===== src/sram_settings.svh =====
`ifndef SRAM_SETTINGS_SVH
`define SRAM_SETTINGS_SVH

// ===========================================================================
// Bus widths
// ===========================================================================
`define AXIL_ADDR_WIDTH 16

// The strobe width and the channel structs follow from this width.
`define AXIL_DATA_WIDTH 64

// ===========================================================================
// SRAM size and address map
// ===========================================================================
`define SRAM_SIZE_KB 4

`define SRAM_BASE 16'h0000
`define REGS_BASE 16'h8000
`define REGS_SPAN 16'h0020

`endif


===== src/axil_pkg.sv =====
`include "sram_settings.svh"

package axil_pkg;

    // ========================================================================
    // AXI4-Lite channel payloads
    // ========================================================================
    typedef enum logic [1:0] {
        OKAY   = 2'b00,
        SLVERR = 2'b10,
        DECERR = 2'b11
    } axil_resp_e;

    // Shared by the AW and AR channels.
    typedef struct packed {
        logic [`AXIL_ADDR_WIDTH-1:0] addr;
    } axil_addr_t;

    typedef struct packed {
        logic [`AXIL_DATA_WIDTH-1:0]   data;
        logic [`AXIL_DATA_WIDTH/8-1:0] strb;
    } axil_w_t;

    typedef struct packed {
        logic [`AXIL_DATA_WIDTH-1:0] data;
        axil_resp_e                  resp;
    } axil_r_t;

    typedef struct packed {
        axil_resp_e resp;
    } axil_b_t;

    // Word offsets inside the control/status register window.
    typedef enum logic [4:0] {
        REG_CTRL    = 5'h00,
        REG_WR_ERRS = 5'h08,
        REG_RD_ERRS = 5'h10
    } regs_offset_e;

endpackage


===== src/axil_sram_regs.sv =====
`timescale 1ns/1ps
`include "sram_settings.svh"

module axil_sram_regs
    import axil_pkg::*;
(
    input  logic       bus,
    input  logic       rst,
    input  axil_addr_t aw,
    input  logic       awvalid,
    output logic       awready,
    input  axil_w_t    w,
    input  logic       wvalid,
    output logic       wready,
    output axil_b_t    b,
    output logic       bvalid,
    input  logic       bready,
    input  axil_addr_t ar,
    input  logic       arvalid,
    output logic       arready,
    output axil_r_t    r,
    output logic       rvalid,
    input  logic       rready,
    input  logic       wr_err,
    input  logic       rd_err,
    output logic       write_protect
);

    localparam int AW = `AXIL_ADDR_WIDTH;
    localparam int DW = `AXIL_DATA_WIDTH;
    localparam int CW = 32;

    logic          aw_got;
    logic          w_got;
    logic [AW-1:0] wa_buf;
    axil_w_t       wd_buf;
    logic [AW-1:0] waddr;
    axil_w_t       wdat;
    logic          wr_go;
    logic [CW-1:0] wr_errs;
    logic [CW-1:0] rd_errs;

    function automatic logic offset_ok(input logic [AW-1:0] a);
        logic ok;
        ok = (a < `REGS_SPAN);
        case (a[4:0])
            REG_CTRL, REG_WR_ERRS, REG_RD_ERRS: offset_ok = ok;
            default: offset_ok = 1'b0;
        endcase
    endfunction

    // ========================================================================
    // Read side, one transaction at a time
    // ========================================================================
    assign arready = !rvalid;

    always_ff @(posedge bus) begin
        if (rst) begin
            rvalid <= 1'b0;
        end else if (arvalid && arready) begin
            rvalid <= 1'b1;
        end else if (rready) begin
            rvalid <= 1'b0;
        end
    end

    always_ff @(posedge bus) begin
        if (arvalid && arready) begin
            r.resp <= offset_ok(ar.addr) ? OKAY : SLVERR;
            case (ar.addr[4:0])
                REG_CTRL:    r.data <= DW'(write_protect);
                REG_WR_ERRS: r.data <= DW'(wr_errs);
                REG_RD_ERRS: r.data <= DW'(rd_errs);
                default:     r.data <= '0;
            endcase
        end
    end

    // ========================================================================
    // Write side and counters
    // ========================================================================
    assign awready = !aw_got && !bvalid;
    assign wready  = !w_got && !bvalid;
    assign waddr   = aw_got ? wa_buf : aw.addr;
    assign wdat    = w_got ? wd_buf : w;
    assign wr_go   = (aw_got || (awvalid && awready)) && (w_got || (wvalid && wready));

    always_ff @(posedge bus) begin
        if (rst) begin
            aw_got        <= 1'b0;
            w_got         <= 1'b0;
            bvalid        <= 1'b0;
            write_protect <= 1'b0;
            wr_errs       <= '0;
            rd_errs       <= '0;
        end else begin
            if (wr_go) begin
                aw_got <= 1'b0;
                w_got  <= 1'b0;
                bvalid <= 1'b1;
            end else begin
                if (awvalid && awready) aw_got <= 1'b1;
                if (wvalid && wready) w_got <= 1'b1;
                if (bready) bvalid <= 1'b0;
            end
            // Only the control word is writable; the counters ignore writes.
            if (wr_go && offset_ok(waddr) && waddr[4:0] == REG_CTRL && wdat.strb[0]) begin
                write_protect <= wdat.data[0];
            end
            if (wr_err && wr_errs != '1) wr_errs <= wr_errs + 1'b1;
            if (rd_err && rd_errs != '1) rd_errs <= rd_errs + 1'b1;
        end
    end

    always_ff @(posedge bus) begin
        if (awvalid && awready) wa_buf <= aw.addr;
        if (wvalid && wready) wd_buf <= w;
        if (wr_go) b.resp <= offset_ok(waddr) ? OKAY : SLVERR;
    end

endmodule


===== config.mk =====
export PLATFORM = sky130hd
export DESIGN_NAME = axil_sram_regs
export DESIGN_NICKNAME = d
export VERILOG_FILES = /design/src/axil_pkg.sv /design/src/axil_sram_regs.sv
export VERILOG_INCLUDE_DIRS = /design/src
export SDC_FILE = /design/constraint.sdc
export NUM_CORES = 1
export LEC_CHECK = 0
export ABC_AREA = 0
export BUFFER_PORTS_ARGS = -buffer_cell sky130_fd_sc_hd__buf_2
export CAP_MARGIN = 20
export CORE_ASPECT_RATIO = 1.2
export CORE_UTILIZATION = 48
export CTS_BUF_LIST = sky130_fd_sc_hd__clkbuf_8
export CTS_CLUSTER_DIAMETER = 120
export DETAILED_ROUTE_END_ITERATION = 8
export HOLD_SLACK_MARGIN = 0.06
export PLACE_DENSITY = 0.86
export SLEW_MARGIN = 5
export SYNTH_ARGS = -nofsm -noshare
export SYNTH_HDL_FRONTEND = slang
export SYNTH_SLANG_ARGS = --single-unit

===== constraint.sdc =====
create_clock -name bus -period 2.18 [get_ports bus]
set_input_delay 0.327 -clock bus [delete_from_list [all_inputs] [get_ports bus]]
set_output_delay 0.327 -clock bus [all_outputs]
set_load 0.02 [all_outputs]

==> impl_metrics.yaml <==
drt:
  vias: 5051
  wirelength_um: 14500
  initialDrtViolationCount: 423
  wl_per_cell_um: 16.9
  drc: 0
  drt_first_pass_iters: 6
  via_per_inst: 5.89
  ant_nets: 0
yosys:
  yosys_most_used_dff: "dfxtp_1"
  yosys.area.top_type: "edfxtp_1"
  ys_seq_elements: 121
  syn_area_per_cell_um2: 10.1
  synthArstFlopShare: 0
  synth.area.top_cells: "edfxtp_1, dfxtp_1, a22o_1"
  synth_edf_count: 52
  netlist_area_mm2: 0.00581
  synth_cells: 573
  ys_warn_count: 0
  ys_seq_area_frac: 0.507
  ys_types: 59
  yosysTopAreaCellShare: 0.269
clocking:
  clockBufferDepth: 2
  cts_tree: "done"
  numCtsBuffers: 17
  cts.clk_slew.worst_paths_ns: 0.07
  cts_root_buffer: "clkbuf_8"
  clock_latency_ns: 0.44
  htreeDepth: 4
  cts_sinks: 121
  post_cts_buffers: 0
worst_setup_path:
  startpoint: "rd_errs[2]$_SDFFE_PP0P_"
  cp-start-kind: "flop"
  regToRegStartpoint: "rd_errs[2]$_SDFFE_PP0P_"
  slowest_stage: "dfxtp_1"
  crit_type: "reg -> reg"
  arrival_ns: 2.44
  crit_required_ns: 2.51
  worstPathMaxFanout: 7
  slowest_delay_ns: 0.47
  cp_cell_sequence: "and3_1, nand4_1, a211o_1, nor4_1, mux2_2"
  cp-end-kind: "flop"
global_route:
  grt_pass1_vias: 5025
  grt_use_total: 0.242
  antenna_found_initial: 0
  overflow: 0
  grt_max_degree: 43
  grt_pass1_wl_um: 23300
power_and_ir_drop:
  power_switching_mw: 1.20
  combPwrFrac: 0.069
  clkPwrFrac: 0.465
  swShare: 0.225
  p_int_mw: 4.14
  vdd_drop_max_mv: 0.339
  p_leak_nw: 2.60
  seq_power_share: 0.466
  powerDensity_mw_per_mm2: 755
final_layout:
  syn2layout_area_growth_pct: 21.7
  fin_nets: 803
  fillers: 887
  final_cell_count_no_fill: 858
  ff_latch_area_mm2: 0.00295
  diodes: 0
  multi_input_area_mm2: 0.00260
  drive_above_1_share: 0.260
run_status:
  status: "finished clean"
sta:
  fin_crit_sh: 0.969
  final.setup_skew_ns: 0.00934
  setup_viol: 0
  tns_ns: 0
  finalHoldViolations: 0
  timing.final.max_slew_violations: 0
  worst_slew_pin_slew_ns: 0.734
  finalCriticalPeriod_ns: 2.11
  slew_headroom: 0.510
  maxClockFrequency_mhz: 473
place:
  routabilityCongestion: 0.837
  placedCellCount: 819
  port_buffers: 82
  hpwlAfterDp_um: 9430
worst_hold_path:
  hp-start: "aw[12]"
  min_path_type: "in -> reg"
floorplan:
  die_x_um: 102
  dieArea_mm2: 0.0125
  num_rows: 43
  core_mm2: 0.0117
  io_pins: 187
  initial_core_util: 0.497
  die_height_um: 123
flow_run:
  maxCapViolCount: 0
-- critical path, delay by kind of cell, from the launching register on --
kind               cells  cell delay [ns]
muxes                  1             0.37
AOI/OAI and AO/OA      1             0.42
DFF                    1             0.47
and+or+nand+nor        3             0.74
-- power groups by stage --
stage / registers [mW] / clock network, mW / logic (mW)
floorplan: 2.57 / 0 / 0.220
global placement: 2.53 / 0 / 0.339
detailed placement: 2.53 / 0 / 0.355
CTS: 2.48 / 2.49 / 0.367
global route: 2.49 / 2.60 / 0.399
finish: 2.48 / 2.48 / 0.370
-- layout make-up --
type	count	share of cell area
clock buffers	17	0.0331
clock inverters	15	0.0361
inverters	15	0.00796
multi-input cells	407	0.367
flip-flops and latches	121	0.417
well taps	157	0.0278
repair buffers	126	0.111
-- cells by family (layout without fill, tap and decap cells) --
logic type / after synthesis / after routing / synth area share
AO/OA/AOI/OAI: 130 / 130 / 0.151
AND/OR/NAND/NOR: 214 / 214 / 0.215
buffers and inverters: 78 / 173 / 0.0756
flip-flops: 121 / 121 / 0.507
XOR/XNOR: 13 / 13 / 0.0196
adder cells (fa/ha/maj): 2 / 2 / 0.00431
multiplexers: 14 / 14 / 0.0263
other: 1 / 34 / 0.000646
-- layout by cell type (no fill, tap or decap), drive strengths merged, types with 5 or more instances in the layout --
master / count
nor2b: 12
conb: 34
or3: 24
clkinv: 5
nand4: 16
o21ai: 21
a21oi: 42
edfxtp: 52
nand3: 17
nor2: 40
mux2: 10
or4: 18
bufinv: 7
o31ai: 16
inv: 16
a22o: 32
and3: 7
clkbuf: 17
and4: 7
dlygate4sd3: 7
buf: 119
a211oi: 5
nand2: 25
nor3: 10
dfxtp: 69
nor4: 18
nand2b: 6
xnor2: 10
-- Yosys cell counts, types with 9 or more instances --
| master | number |
|---|---|
| a21oi_1 | 42 |
| a22o_1 | 32 |
| buf_4 | 35 |
| clkbuf_1 | 18 |
| dfxtp_1 | 69 |
| edfxtp_1 | 52 |
| inv_1 | 15 |
| nand2_1 | 25 |
| nand3_1 | 17 |
| nand4_1 | 14 |
| nor2_1 | 40 |
| nor2b_1 | 12 |
| nor3_1 | 9 |
| nor4_1 | 17 |
| o21ai_0 | 19 |
| o31ai_1 | 15 |
| or3_1 | 23 |
| or4_1 | 17 |
| xnor2_1 | 10 |
-- layer usage --
metal	routed length, µm	share of wire	GRT usage	vias to the layer above
met5	0	0	0	-
met4	744	0.051	0.159	0
met3	1060	0.073	0.0661	71
met2	7320	0.50	0.412	282
met1	5400	0.37	0.263	2375
li1	-	-	-	2323
-- what timing repair did --
item	CTS	global route
gates resized for setup	2	11
setup endpoints to repair	4	26
hold buffers	5	2
endpoints found under the hold margin	5	2
pin swaps	0	0
-- worst paths after layout --
kind | end | slack [ns] | depth (start not counted)
worst min-delay path | wa_buf[12]$_DFFE_PP_ | 0.08 | 1
worst min register to register | write_protect$_SDFFE_PP0P_ | 0.52 | 2
worst max register to register | rd_errs[23]$_SDFFE_PP0P_ | 0.07 | 5
worst max-delay path | rd_errs[23]$_SDFFE_PP0P_ | 0.07 | 5
-- sequential cells by signal, indices dropped and copies added, names as in the netlist --
register	cells
wa_buf	16
b	1
wr_errs	32
rd_errs	32
w_got	1
bvalid	1
write_protect	1
wd_buf	2
aw_got	1
rvalid	1
r	33
-- stage by stage --
| stage | instance area (µm²) | total power [mW] | util | setup WS, ns | hold WS [ns] |
|---|---|---|---|---|---|
| final | 7070 | 5.34 | 0.606 | 0.0672 | 0.0818 |
| after detailed placement | 6470 | 2.89 | 0.554 | -0.0321 | 0.504 |
| after floorplan | 5930 | 2.79 | - | 0.0981 | 0.426 |
| after global placement | 6470 | 2.87 | 0.554 | 0.0451 | 0.481 |
| after CTS | 7020 | 5.35 | 0.601 | 0.0623 | 0.0606 |
| after global routing | 7070 | 5.49 | 0.606 | -0.00511 | 0.0617 |
Note: power is estimated with default switching activity, not from simulation.
