$ cat src/sram_settings.svh
`ifndef SRAM_SETTINGS_SVH
`define SRAM_SETTINGS_SVH

// ===========================================================================
// Bus widths
// ===========================================================================
`define AXIL_ADDR_WIDTH 16

// The strobe width and the channel structs follow from this width.
`define AXIL_DATA_WIDTH 64

// ===========================================================================
// SRAM size and address map
// ===========================================================================
`define SRAM_SIZE_KB 4

`define SRAM_BASE 16'h0000
`define REGS_BASE 16'h8000
`define REGS_SPAN 16'h0020

`endif

$ cat src/axil_pkg.sv
`include "sram_settings.svh"

package axil_pkg;

    // ========================================================================
    // AXI4-Lite channel payloads
    // ========================================================================
    typedef enum logic [1:0] {
        OKAY   = 2'b00,
        SLVERR = 2'b10,
        DECERR = 2'b11
    } axil_resp_e;

    // Shared by the AW and AR channels.
    typedef struct packed {
        logic [`AXIL_ADDR_WIDTH-1:0] addr;
    } axil_addr_t;

    typedef struct packed {
        logic [`AXIL_DATA_WIDTH-1:0]   data;
        logic [`AXIL_DATA_WIDTH/8-1:0] strb;
    } axil_w_t;

    typedef struct packed {
        logic [`AXIL_DATA_WIDTH-1:0] data;
        axil_resp_e                  resp;
    } axil_r_t;

    typedef struct packed {
        axil_resp_e resp;
    } axil_b_t;

    // Word offsets inside the control/status register window.
    typedef enum logic [4:0] {
        REG_CTRL    = 5'h00,
        REG_WR_ERRS = 5'h08,
        REG_RD_ERRS = 5'h10
    } regs_offset_e;

endpackage

$ cat src/axil_decoder.sv
`timescale 1ns/1ps
`include "sram_settings.svh"

module axil_decoder
    import axil_pkg::*;
(
    input  logic       bus,
    input  logic       rst,
    input  axil_addr_t m_aw,
    input  logic       m_awvalid,
    output logic       m_awready,
    input  axil_w_t    m_w,
    input  logic       m_wvalid,
    output logic       m_wready,
    output axil_b_t    m_b,
    output logic       m_bvalid,
    input  logic       m_bready,
    input  axil_addr_t m_ar,
    input  logic       m_arvalid,
    output logic       m_arready,
    output axil_r_t    m_r,
    output logic       m_rvalid,
    input  logic       m_rready,
    output axil_addr_t mem_aw,
    output logic       mem_awvalid,
    input  logic       mem_awready,
    output axil_w_t    mem_w,
    output logic       mem_wvalid,
    input  logic       mem_wready,
    input  axil_b_t    mem_b,
    input  logic       mem_bvalid,
    output logic       mem_bready,
    output axil_addr_t mem_ar,
    output logic       mem_arvalid,
    input  logic       mem_arready,
    input  axil_r_t    mem_r,
    input  logic       mem_rvalid,
    output logic       mem_rready,
    output axil_addr_t reg_aw,
    output logic       reg_awvalid,
    input  logic       reg_awready,
    output axil_w_t    reg_w,
    output logic       reg_wvalid,
    input  logic       reg_wready,
    input  axil_b_t    reg_b,
    input  logic       reg_bvalid,
    output logic       reg_bready,
    output axil_addr_t reg_ar,
    output logic       reg_arvalid,
    input  logic       reg_arready,
    input  axil_r_t    reg_r,
    input  logic       reg_rvalid,
    output logic       reg_rready
);

    typedef enum logic [1:0] {TGT_IDLE, TGT_MEM, TGT_REG, TGT_DECERR} tgt_e;

    localparam int unsigned MEM_END = `SRAM_BASE + `SRAM_SIZE_KB * 1024;
    localparam int unsigned REG_END = `REGS_BASE + `REGS_SPAN;

    function automatic tgt_e decode(input logic [`AXIL_ADDR_WIDTH-1:0] a);
        if (a >= `SRAM_BASE && a < MEM_END) return TGT_MEM;
        if (a >= `REGS_BASE && a < REG_END) return TGT_REG;
        return TGT_DECERR;
    endfunction

    tgt_e ar_sel;
    tgt_e aw_sel;
    tgt_e rd_tgt;
    tgt_e wr_tgt;
    logic w_done;

    assign ar_sel = decode(m_ar.addr);
    assign aw_sel = decode(m_aw.addr);

    // Slaves see the offset within their own window.
    assign mem_ar.addr = m_ar.addr - `SRAM_BASE;
    assign reg_ar.addr = m_ar.addr - `REGS_BASE;
    assign mem_aw.addr = m_aw.addr - `SRAM_BASE;
    assign reg_aw.addr = m_aw.addr - `REGS_BASE;
    assign mem_w = m_w;
    assign reg_w = m_w;

    // ========================================================================
    // Read channels
    // ========================================================================
    assign mem_arvalid = m_arvalid && rd_tgt == TGT_IDLE && ar_sel == TGT_MEM;
    assign reg_arvalid = m_arvalid && rd_tgt == TGT_IDLE && ar_sel == TGT_REG;
    assign mem_rready  = m_rready && rd_tgt == TGT_MEM;
    assign reg_rready  = m_rready && rd_tgt == TGT_REG;

    always_comb begin
        case (ar_sel)
            TGT_MEM: m_arready = mem_arready;
            TGT_REG: m_arready = reg_arready;
            default: m_arready = 1'b1;
        endcase
        if (rd_tgt != TGT_IDLE) m_arready = 1'b0;
    end

    // Unmapped reads are answered here, one cycle after the address.
    always_comb begin
        m_rvalid = 1'b0;
        m_r      = '{data: '0, resp: DECERR};
        case (rd_tgt)
            TGT_MEM: begin
                m_rvalid = mem_rvalid;
                m_r      = mem_r;
            end
            TGT_REG: begin
                m_rvalid = reg_rvalid;
                m_r      = reg_r;
            end
            TGT_DECERR: m_rvalid = 1'b1;
            default: m_rvalid = 1'b0;
        endcase
    end

    // ========================================================================
    // Write channels
    // ========================================================================
    assign mem_awvalid = m_awvalid && wr_tgt == TGT_IDLE && aw_sel == TGT_MEM;
    assign reg_awvalid = m_awvalid && wr_tgt == TGT_IDLE && aw_sel == TGT_REG;
    assign mem_wvalid  = m_wvalid && !w_done && wr_tgt == TGT_MEM;
    assign reg_wvalid  = m_wvalid && !w_done && wr_tgt == TGT_REG;
    assign mem_bready  = m_bready && wr_tgt == TGT_MEM;
    assign reg_bready  = m_bready && wr_tgt == TGT_REG;

    always_comb begin
        case (aw_sel)
            TGT_MEM: m_awready = mem_awready;
            TGT_REG: m_awready = reg_awready;
            default: m_awready = 1'b1;
        endcase
        if (wr_tgt != TGT_IDLE) m_awready = 1'b0;
    end

    // W is only taken once the target is known, and only one beat per write.
    always_comb begin
        case (wr_tgt)
            TGT_MEM:    m_wready = mem_wready;
            TGT_REG:    m_wready = reg_wready;
            TGT_DECERR: m_wready = 1'b1;
            default:    m_wready = 1'b0;
        endcase
        if (w_done) m_wready = 1'b0;
    end

    always_comb begin
        m_bvalid = 1'b0;
        m_b      = '{resp: DECERR};
        case (wr_tgt)
            TGT_MEM: begin
                m_bvalid = mem_bvalid;
                m_b      = mem_b;
            end
            TGT_REG: begin
                m_bvalid = reg_bvalid;
                m_b      = reg_b;
            end
            TGT_DECERR: m_bvalid = w_done;
            default: m_bvalid = 1'b0;
        endcase
    end

    always_ff @(posedge bus) begin
        if (rst) begin
            rd_tgt <= TGT_IDLE;
            wr_tgt <= TGT_IDLE;
            w_done <= 1'b0;
        end else begin
            if (m_arvalid && m_arready) begin
                rd_tgt <= ar_sel;
            end else if (m_rvalid && m_rready) begin
                rd_tgt <= TGT_IDLE;
            end
            if (m_awvalid && m_awready) begin
                wr_tgt <= aw_sel;
            end else if (m_bvalid && m_bready) begin
                wr_tgt <= TGT_IDLE;
                w_done <= 1'b0;
            end
            if (m_wvalid && m_wready) w_done <= 1'b1;
        end
    end

endmodule

$ cat config.mk
export PLATFORM = sky130hd
export DESIGN_NAME = axil_decoder
export DESIGN_NICKNAME = d
export VERILOG_FILES = /design/src/axil_pkg.sv /design/src/axil_decoder.sv
export VERILOG_INCLUDE_DIRS = /design/src
export SDC_FILE = /design/constraint.sdc
export NUM_CORES = 1
export LEC_CHECK = 0
export BUFFER_PORTS_ARGS = -buffer_cell sky130_fd_sc_hd__buf_4
export CAP_MARGIN = 20
export CORE_AREA = 2 2 210 212
export DETAILED_ROUTE_END_ITERATION = 8
export DIE_AREA = 0 0 212 214
export GPL_ROUTABILITY_DRIVEN = 0
export GPL_TIMING_DRIVEN = 0
export SYNTH_ARGS = -nofsm -noshare
export SYNTH_HDL_FRONTEND = slang
export SYNTH_SLANG_ARGS = --single-unit
$ cat constraint.sdc
create_clock -name bus -period 3.1 [get_ports bus]
set_input_delay 0.31 -clock bus [delete_from_list [all_inputs] [get_ports bus]]
set_output_delay 0.31 -clock bus [all_outputs]
set_load 0.02 [all_outputs]
==> results of run 1 <==
-- metrics by stage --
| stage | hold WS [ns] | cell area (um^2) | util [%] | std cells |
|---|---|---|---|---|
| final | 0.353 | 7510 | 17.5 | 1496 |
| after global routing | 0.355 | 7510 | 17.5 | 1495 |
| after CTS | 0.346 | 7510 | 17.5 | 1496 |
| after detailed placement | 0.501 | 7430 | 17.3 | 1493 |
| after global placement | 0.490 | 7430 | 17.3 | 1493 |
| after floorplan | 0.442 | 3210 | - | 443 |
-- synthesized netlist by cell type (all sizes together) (3+ instances only) --
library cell / number
a22oi: 68
and2: 4
buf: 214
clkbuf: 15
dfxtp: 5
ha: 10
inv: 10
nand2: 10
nor2: 8
nor2b: 64
nor3: 4
nor4: 3
o21ai: 3
-- worst max-delay path, delay by kind of cell (launching register included) --
family,cells,cell delay (ns)
buf+inv,3,0.96
flops,1,0.42
simple gates,1,0.23
compound gates,1,0.12
fa+ha+maj,1,0.51
-- repair_timing --
item,CTS,global route
setup endpoints to repair,1,1
hold buffers,0,0
resized for setup,0,0
-- cell usage in the layout, fill, tap and decap left out, types with 3 or more instances in the layout --
cell / n
inv_1: 10
clkbuf_1: 13
ha_1: 10
nor2b_1: 64
nor3_1: 4
nor2_1: 8
a22oi_1: 68
buf_4: 671
nand2_1: 10
nor4_1: 3
and2_1: 4
dfxtp_1: 5
buf_2: 8
clkbuf_16: 3
-- worst max path at each step --
stage | to | slack [ns] | cells past startpoint
final | m_r[26] | 0.29 | 6
after global routing | m_r[4] | 0.12 | 8
after CTS | m_r[26] | 0.03 | 8
after detailed placement | m_r[4] | 0.22 | 6
after global placement | m_r[4] | 0.27 | 6
after floorplan | m_r[10] | 1.27 | 5
-- registers in the layout (all words and copies together) (netlist names) --
name / flops
w_done: 1
wr_tgt: 2
rd_tgt: 2
-- metal layers --
metal	global-route usage [%]	routed length [um]
met3	1.13	1480
met4	0.775	109
met1	8.38	7240
met5	0	0
met2	15.3	10400
-- cells by family (layout without fill, tap and decap cells) --
| family | Yosys count | after routing |
|---|---|---|
| muxes | 2 | 2 |
| adders and majority gates | 10 | 10 |
| buffers and inverters | 239 | 706 |
| AOI/OAI and AO/OA | 84 | 84 |
| DFF | 5 | 5 |
| and+or+nand+nor | 103 | 103 |
| other | 0 | 1 |
-- power breakdown --
part	internal [mW]	total (mW)	switching [mW]
Sequential	0.0745	0.0859	0.0114
Combinational	0.819	1.67	0.848
Clock	0.169	0.211	0.0428
Total	1.06	1.96	0.902
-- area by class of cell --
type,instances,area (um^2)
Clock inverter,1,5.00
Timing Repair Buffer,465,3490
Tap cell,585,732
Inverter,10,37.5
Sequential cell,5,100
Fill cell,4825,35400
Buffer,227,1640
Clock buffer,3,75.1
Multi-Input combinational cell,199,1430
Antenna cell,1,2.50
==> metrics.md, run 1 <==
| Metric | Value |
|---|---|
| GRT Util Overall | `around 7.6%` |
| Drt pass-1 iters | `5` |
| Synth Area in Compound Gates | `between 20% and 30%` |
| Total power | `between 1.5 and 2 mW` |
| R2r startpoint | `rd_tgt[0]$_SDFFE_PP0P_` |
| Sequential-to-total area share from yosys stat | `between 3 and 4%` |
| Crit path kind | `reg2out` |
| Clock Skews | `about 0.0027 ns` |
| R2r setup slk | `1.23 ns` |
| Row Count | `76` |
| Die ar. | `45,400 um^2` |
| Warnings from Yosys | `0` |
| Main combinational cell family by area after synthesis | `buffers and inverters` |
| Share of the synthesized area in the top cell type | `48.1%` |
| Worst setup SP type | `flop` |
| TritonCTS clock tree | `yes` |
| Hold Violations, Final | `0` |
| Status | `finished clean` |
| CP max FO | `10` |
| Postcts setup bufs | `0` |
| Worst-Skew Late Latency | `roughly 0.23 ns` |
| Crit-path slowest cell | `ha_1` |
| Synth Area per Inst | `a little over 7 um^2` |
| Clock Pin Slew Worst Setup and Hold Paths | `0.03 ns` |
| DR vias | `between 4,000 and 5,000` |
| Syn nets | `between 700 and 800` |
| Final wirelength | `between 15 and 20 mm` |
| Main synth FF type | `dfxtp_1` |
| Post-Synth XOR/XNOR Area | `0%` |
| Post-synthesis simple-gate area fraction | `approximately 20%` |
| GRT overflow | `0` |
| Ports | `~550` |
| Min-Delay Path Class | `in2reg` |
| Core Region | `around 43,000 um^2` |
| Iter 0 DRT Violations | `143` |
| CP cell instances | `ha_1 > buf_2 > buf_2 > a22oi_1 > nor2b_1 > buf_4` |
| Cell at the root of the clock tree | `clkbuf_16` |
| Hold path startpoint | `rst` |
| Pleak | `a little under 4 nW` |
| CP endpoint kind | `primary output` |
| Endpoint, Worst Hold | `w_done$_SDFFE_PP0P_` |
| Initial Util | `about 7.5%` |
| Async set-or-reset flop fraction in the synthesized netlist | `0%` |
| Netlist cell types | `34` |
| Worst EP required | `2.79 ns` |
| Final HPWL DP | `~17 mm` |
| Pre-CTS worst setup slack | `between 0.2 and 0.25 ns` |
| CTS buffer count | `3` |
| Measured slew at the worst slew-check pin | `~0.69 ns` |
| Post-synthesis adder-cell area fraction | `between 3 and 4%` |
| Via density | `roughly 3` |
| Die span in y | `~210 um` |
| Final worst slack | `about 0.29 ns` |
| Yosys reg bits | `5` |
| Share of cells above drive strength 1 | `between 70 and 80%` |
| Vias in the first global route | `around 4,400` |
| Largest cells by area after synthesis | `buf_4 48%, a22oi_1 16%, nor2b_1 12%` |
| Area grow syn2layout | `134%` |
| Post-layout nets | `approximately 1,200` |
| Final period util | `roughly nine tenths` |
| Crit. Startpoint | `rd_tgt[0]$_SDFFE_PP0P_` |
| Post-synthesis mux area share | `less than 1%` |
| Cell Area, Synth | `3210 um^2` |
| Fmax | `about 0.36 GHz` |
| Clock buffer depth | `2` |
| Slowest Stage Delay on Critical Path | `~0.5 ns` |
| Avg WL per Cell | `between 10 and 15 um` |
| Relative slew slack | `~54%` |
| H-Tree Depth | `1` |
| Max_cap viols | `0` |
| Fin crit period | `approximately 2.8 ns` |
| PD cells | `262 nW/um^2` |
| Gate Count Post-Synth | `~440` |
| Initial antenna violation count | `0` |
| First-pass GRT wire length | `26.1 mm` |
| # setup viols final | `0` |
| Largest area contributor in the netlist | `buf_4` |
| Most used cell, CP | `buf_2` |
| Reg2Reg Depth | `5` |
| Largest net degree at the start of global routing | `13` |
| RSZ-0062 raised after global routing | `false` |
| Setup_tns | `0 ns` |
| Peak supply drop | `118 uV` |
| EDFF count, synth | `0` |
| Worst hold path depth | `2` |
| Critical R2R Capture | `rd_tgt[0]$_SDFFE_PP0P_` |
| Antenna-violating nets left | `0` |
| Die width | `roughly 210 um` |
| Worst EP arrival | `roughly 2.5 ns` |
| I/O Buffers | `~470` |
| Clock sinks | `5` |
| Remaining DRCs | `0` |
| Final Slew Violations | `0` |
Note: power is estimated with default switching activity, not from simulation.
==> run 2: changes to the inputs <==
--- a/config.mk
+++ b/config.mk
@@ -13,6 +13,7 @@
 export DIE_AREA = 0 0 212 214
 export GPL_ROUTABILITY_DRIVEN = 0
 export GPL_TIMING_DRIVEN = 0
+export RECOVER_POWER = 50
 export SYNTH_ARGS = -nofsm -noshare
 export SYNTH_HDL_FRONTEND = slang
 export SYNTH_SLANG_ARGS = --single-unit
==> run 2 against run 1 <==
Against the previous run:
- power down 4.3%
- setup slack worse by 0.0084 ns
- non-clock buffer count unchanged
- clock skew about the same
- first-iteration DRC count down 10%
- via count down 0.44%
==> metrics.md, run 2 (synthesis results as in run 1) <==
| Metric | Value |
|---|---|
| Area grow syn2layout | `117% (was 134%)` |
| CP max FO | `11 (was 10)` |
| Sum of buffers and inverters on the critical path | `4 (was 3)` |
| Avg WL per Cell | `12.9 um (about the same)` |
| Clock Skews | `0.00271 ns (was 0.00273 ns)` |
| Dpl cell area | `7430 um^2 (unchanged)` |
| Crit-path slowest cell | `ha_1 (unchanged)` |
| CP cell instances | `inv_1 > ha_1 > buf_2 > buf_2 > a22oi_1 > nor2b_1 > buf_4 (was ha_1 > buf_2 > buf_2 > a22oi_1 > nor2b_1 > buf_4)` |
| GRT overflow | `0 (unchanged)` |
| Area of the multi-input gates | `1430 um^2 (unchanged)` |
| Slowest Stage Delay on Critical Path | `0.48 ns (was 0.51 ns)` |
| Die width | `212 um (unchanged)` |
| TritonCTS clock tree | `yes (unchanged)` |
| CP endpoint kind | `primary output (unchanged)` |
| Crit path kind | `reg2out (unchanged)` |
| Die span in y | `214 um (unchanged)` |
| Fmax | `0.355 GHz (was 0.356 GHz)` |
| Most frequent cells in the layout | `523 x buf_4, 161 x clkbuf_1, 68 x a22oi_1, 64 x nor2b_1 (was 671 x buf_4, 68 x a22oi_1, 64 x nor2b_1, 13 x clkbuf_1)` |
| Post-layout nets | `1,178 (unchanged)` |
| Cell at the root of the clock tree | `clkbuf_16 (unchanged)` |
| Clock sinks | `5 (unchanged)` |
| Worst setup SP type | `flop (unchanged)` |
| Status | `finished clean (unchanged)` |
| Max_cap viols | `0 (unchanged)` |
| First-pass GRT wire length | `26.1 mm (unchanged)` |
| Ports | `548 (unchanged)` |
| Clock Pin Slew Worst Setup and Hold Paths | `0.03 ns (about the same)` |
| Most used cell, CP | `buf_2 (unchanged)` |
| Worst-Skew Late Latency | `0.23 ns (about the same)` |
| Via density | `3.04 (was 3.06)` |
| Min-Delay Path Class | `in2reg (unchanged)` |
| PD cells | `270 nW/um^2 (was 262 nW/um^2)` |
| Measured slew at the worst slew-check pin | `0.904 ns (was 0.688 ns)` |
| Final period util | `90.8% (was 90.6%)` |
| Hold Violations, Final | `0 (unchanged)` |
| Final instance area | `6960 um^2 (was 7510 um^2)` |
| Final worst slack | `0.284 ns (was 0.293 ns)` |
| Pre-CTS worst setup slack | `0.224 ns (unchanged)` |
| Relative slew slack | `39.7% (was 54.1%)` |
| Biggest regs | `rd_tgt x2, wr_tgt x2, w_done x1 (unchanged)` |
| Initial Util | `7.49% (unchanged)` |
| Final Slew Violations | `0 (unchanged)` |
| Vias in the first global route | `4,403 (unchanged)` |
| Row Count | `76 (unchanged)` |
| H-Tree Depth | `1 (unchanged)` |
| I/O Buffers | `465 (unchanged)` |
| RSZ-0062 raised after global routing | `false (unchanged)` |
| Post-CTS Hold Buffers | `0 (unchanged)` |
| Iter 0 DRT Violations | `128 (was 143)` |
| Final wirelength | `19.3 mm (about the same)` |
| Peak supply drop | `118 uV (about the same)` |
| Worst EP required | `2.79 ns (about the same)` |
| Drt pass-1 iters | `4 (was 5)` |
| Die ar. | `45,400 um^2 (unchanged)` |
| Clock buffer depth | `2 (unchanged)` |
| Total power | `1.88 mW (was 1.96 mW)` |
| Worst EP arrival | `2.51 ns (was 2.50 ns)` |
| CTS buffer count | `3 (unchanged)` |
| Post-Route Utilization | `16.2% (was 17.5%)` |
| DR vias | `4,553 (was 4,573)` |
| Setup_tns | `0 ns (unchanged)` |
| Initial antenna violation count | `0 (unchanged)` |
| Pleak | `3.32 nW (was 3.86 nW)` |
| Share of cells above drive strength 1 | `59.5% (was 75.7%)` |
| Most common cell after layout, fill and taps aside | `buf_4 (unchanged)` |
| Core Region | `42,900 um^2 (unchanged)` |
| Fin crit period | `2.82 ns (was 2.81 ns)` |
| Largest net degree at the start of global routing | `13 (unchanged)` |
| # setup viols final | `0 (unchanged)` |
| GRT Util Overall | `7.56% (unchanged)` |
| Antenna-violating nets left | `0 (unchanged)` |
| Worst path top cell family by delay | `buffers and inverters (unchanged)` |
| Remaining DRCs | `0 (unchanged)` |
| Register Area | `100 um^2 (unchanged)` |
| Fillers | `5,005 (was 4,825)` |
| Final HPWL DP | `17.4 mm (unchanged)` |
## run 2: final timing paths
kind | start | end | slack [ns] | cells past startpoint
hold / removal | rst | w_done$_SDFFE_PP0P_ | 0.35 | 2
hold reg to reg | wr_tgt[1]$_SDFFE_PP0P_ | wr_tgt[1]$_SDFFE_PP0P_ | 0.51 | 2
setup reg to reg | rd_tgt[1]$_SDFFE_PP0P_ | rd_tgt[0]$_SDFFE_PP0P_ | 1.23 | 6
setup / recovery | rd_tgt[1]$_SDFFE_PP0P_ | m_r[26] | 0.28 | 7
## run 2: where the power goes
part	switching [mW]	total [mW]	internal [mW]
Clock	0.0427	0.211	0.168
Sequential	0.0114	0.0859	0.0745
Combinational	0.848	1.58	0.736
## run 2: cell type report
| class | instances | area share [%] |
|---|---|---|
| Clock inverter | 1 | 0.0719 |
| Sequential cell | 5 | 1.44 |
| Inverter | 10 | 0.539 |
| Antenna cell | 3 | 0.108 |
| Tap cell | 585 | 10.5 |
| Clock buffer | 3 | 1.08 |
| Timing Repair Buffer | 465 | 42.2 |
| Buffer | 227 | 23.5 |
| Multi-Input combinational cell | 199 | 20.6 |
## run 2: per-stage QoR
| step | hold slack (ns) | instances |
|---|---|---|
| final | 0.353 | 1498 |
| after CTS | 0.346 | 1496 |
| after global placement | 0.490 | 1493 |
| after global routing | 0.355 | 1495 |
| after floorplan | 0.442 | 443 |
| after detailed placement | 0.501 | 1493 |
## run 2: repair_timing
action                     CTS  global route
setup buffers                0             0
setup endpoints to repair    1             1
resized for setup            0             0
## run 2: routing by layer
metal  share of wire (%)  wire length [um]  up-vias  GRT usage [%]
met4                0.24                47        0          0.775
li1                    -                 -     2231              -
met5                   0                 0        -              0
met3                 8.4              1610        4           1.13
met2                  54             10400      293           15.3
met1                  38              7290     2025           8.38
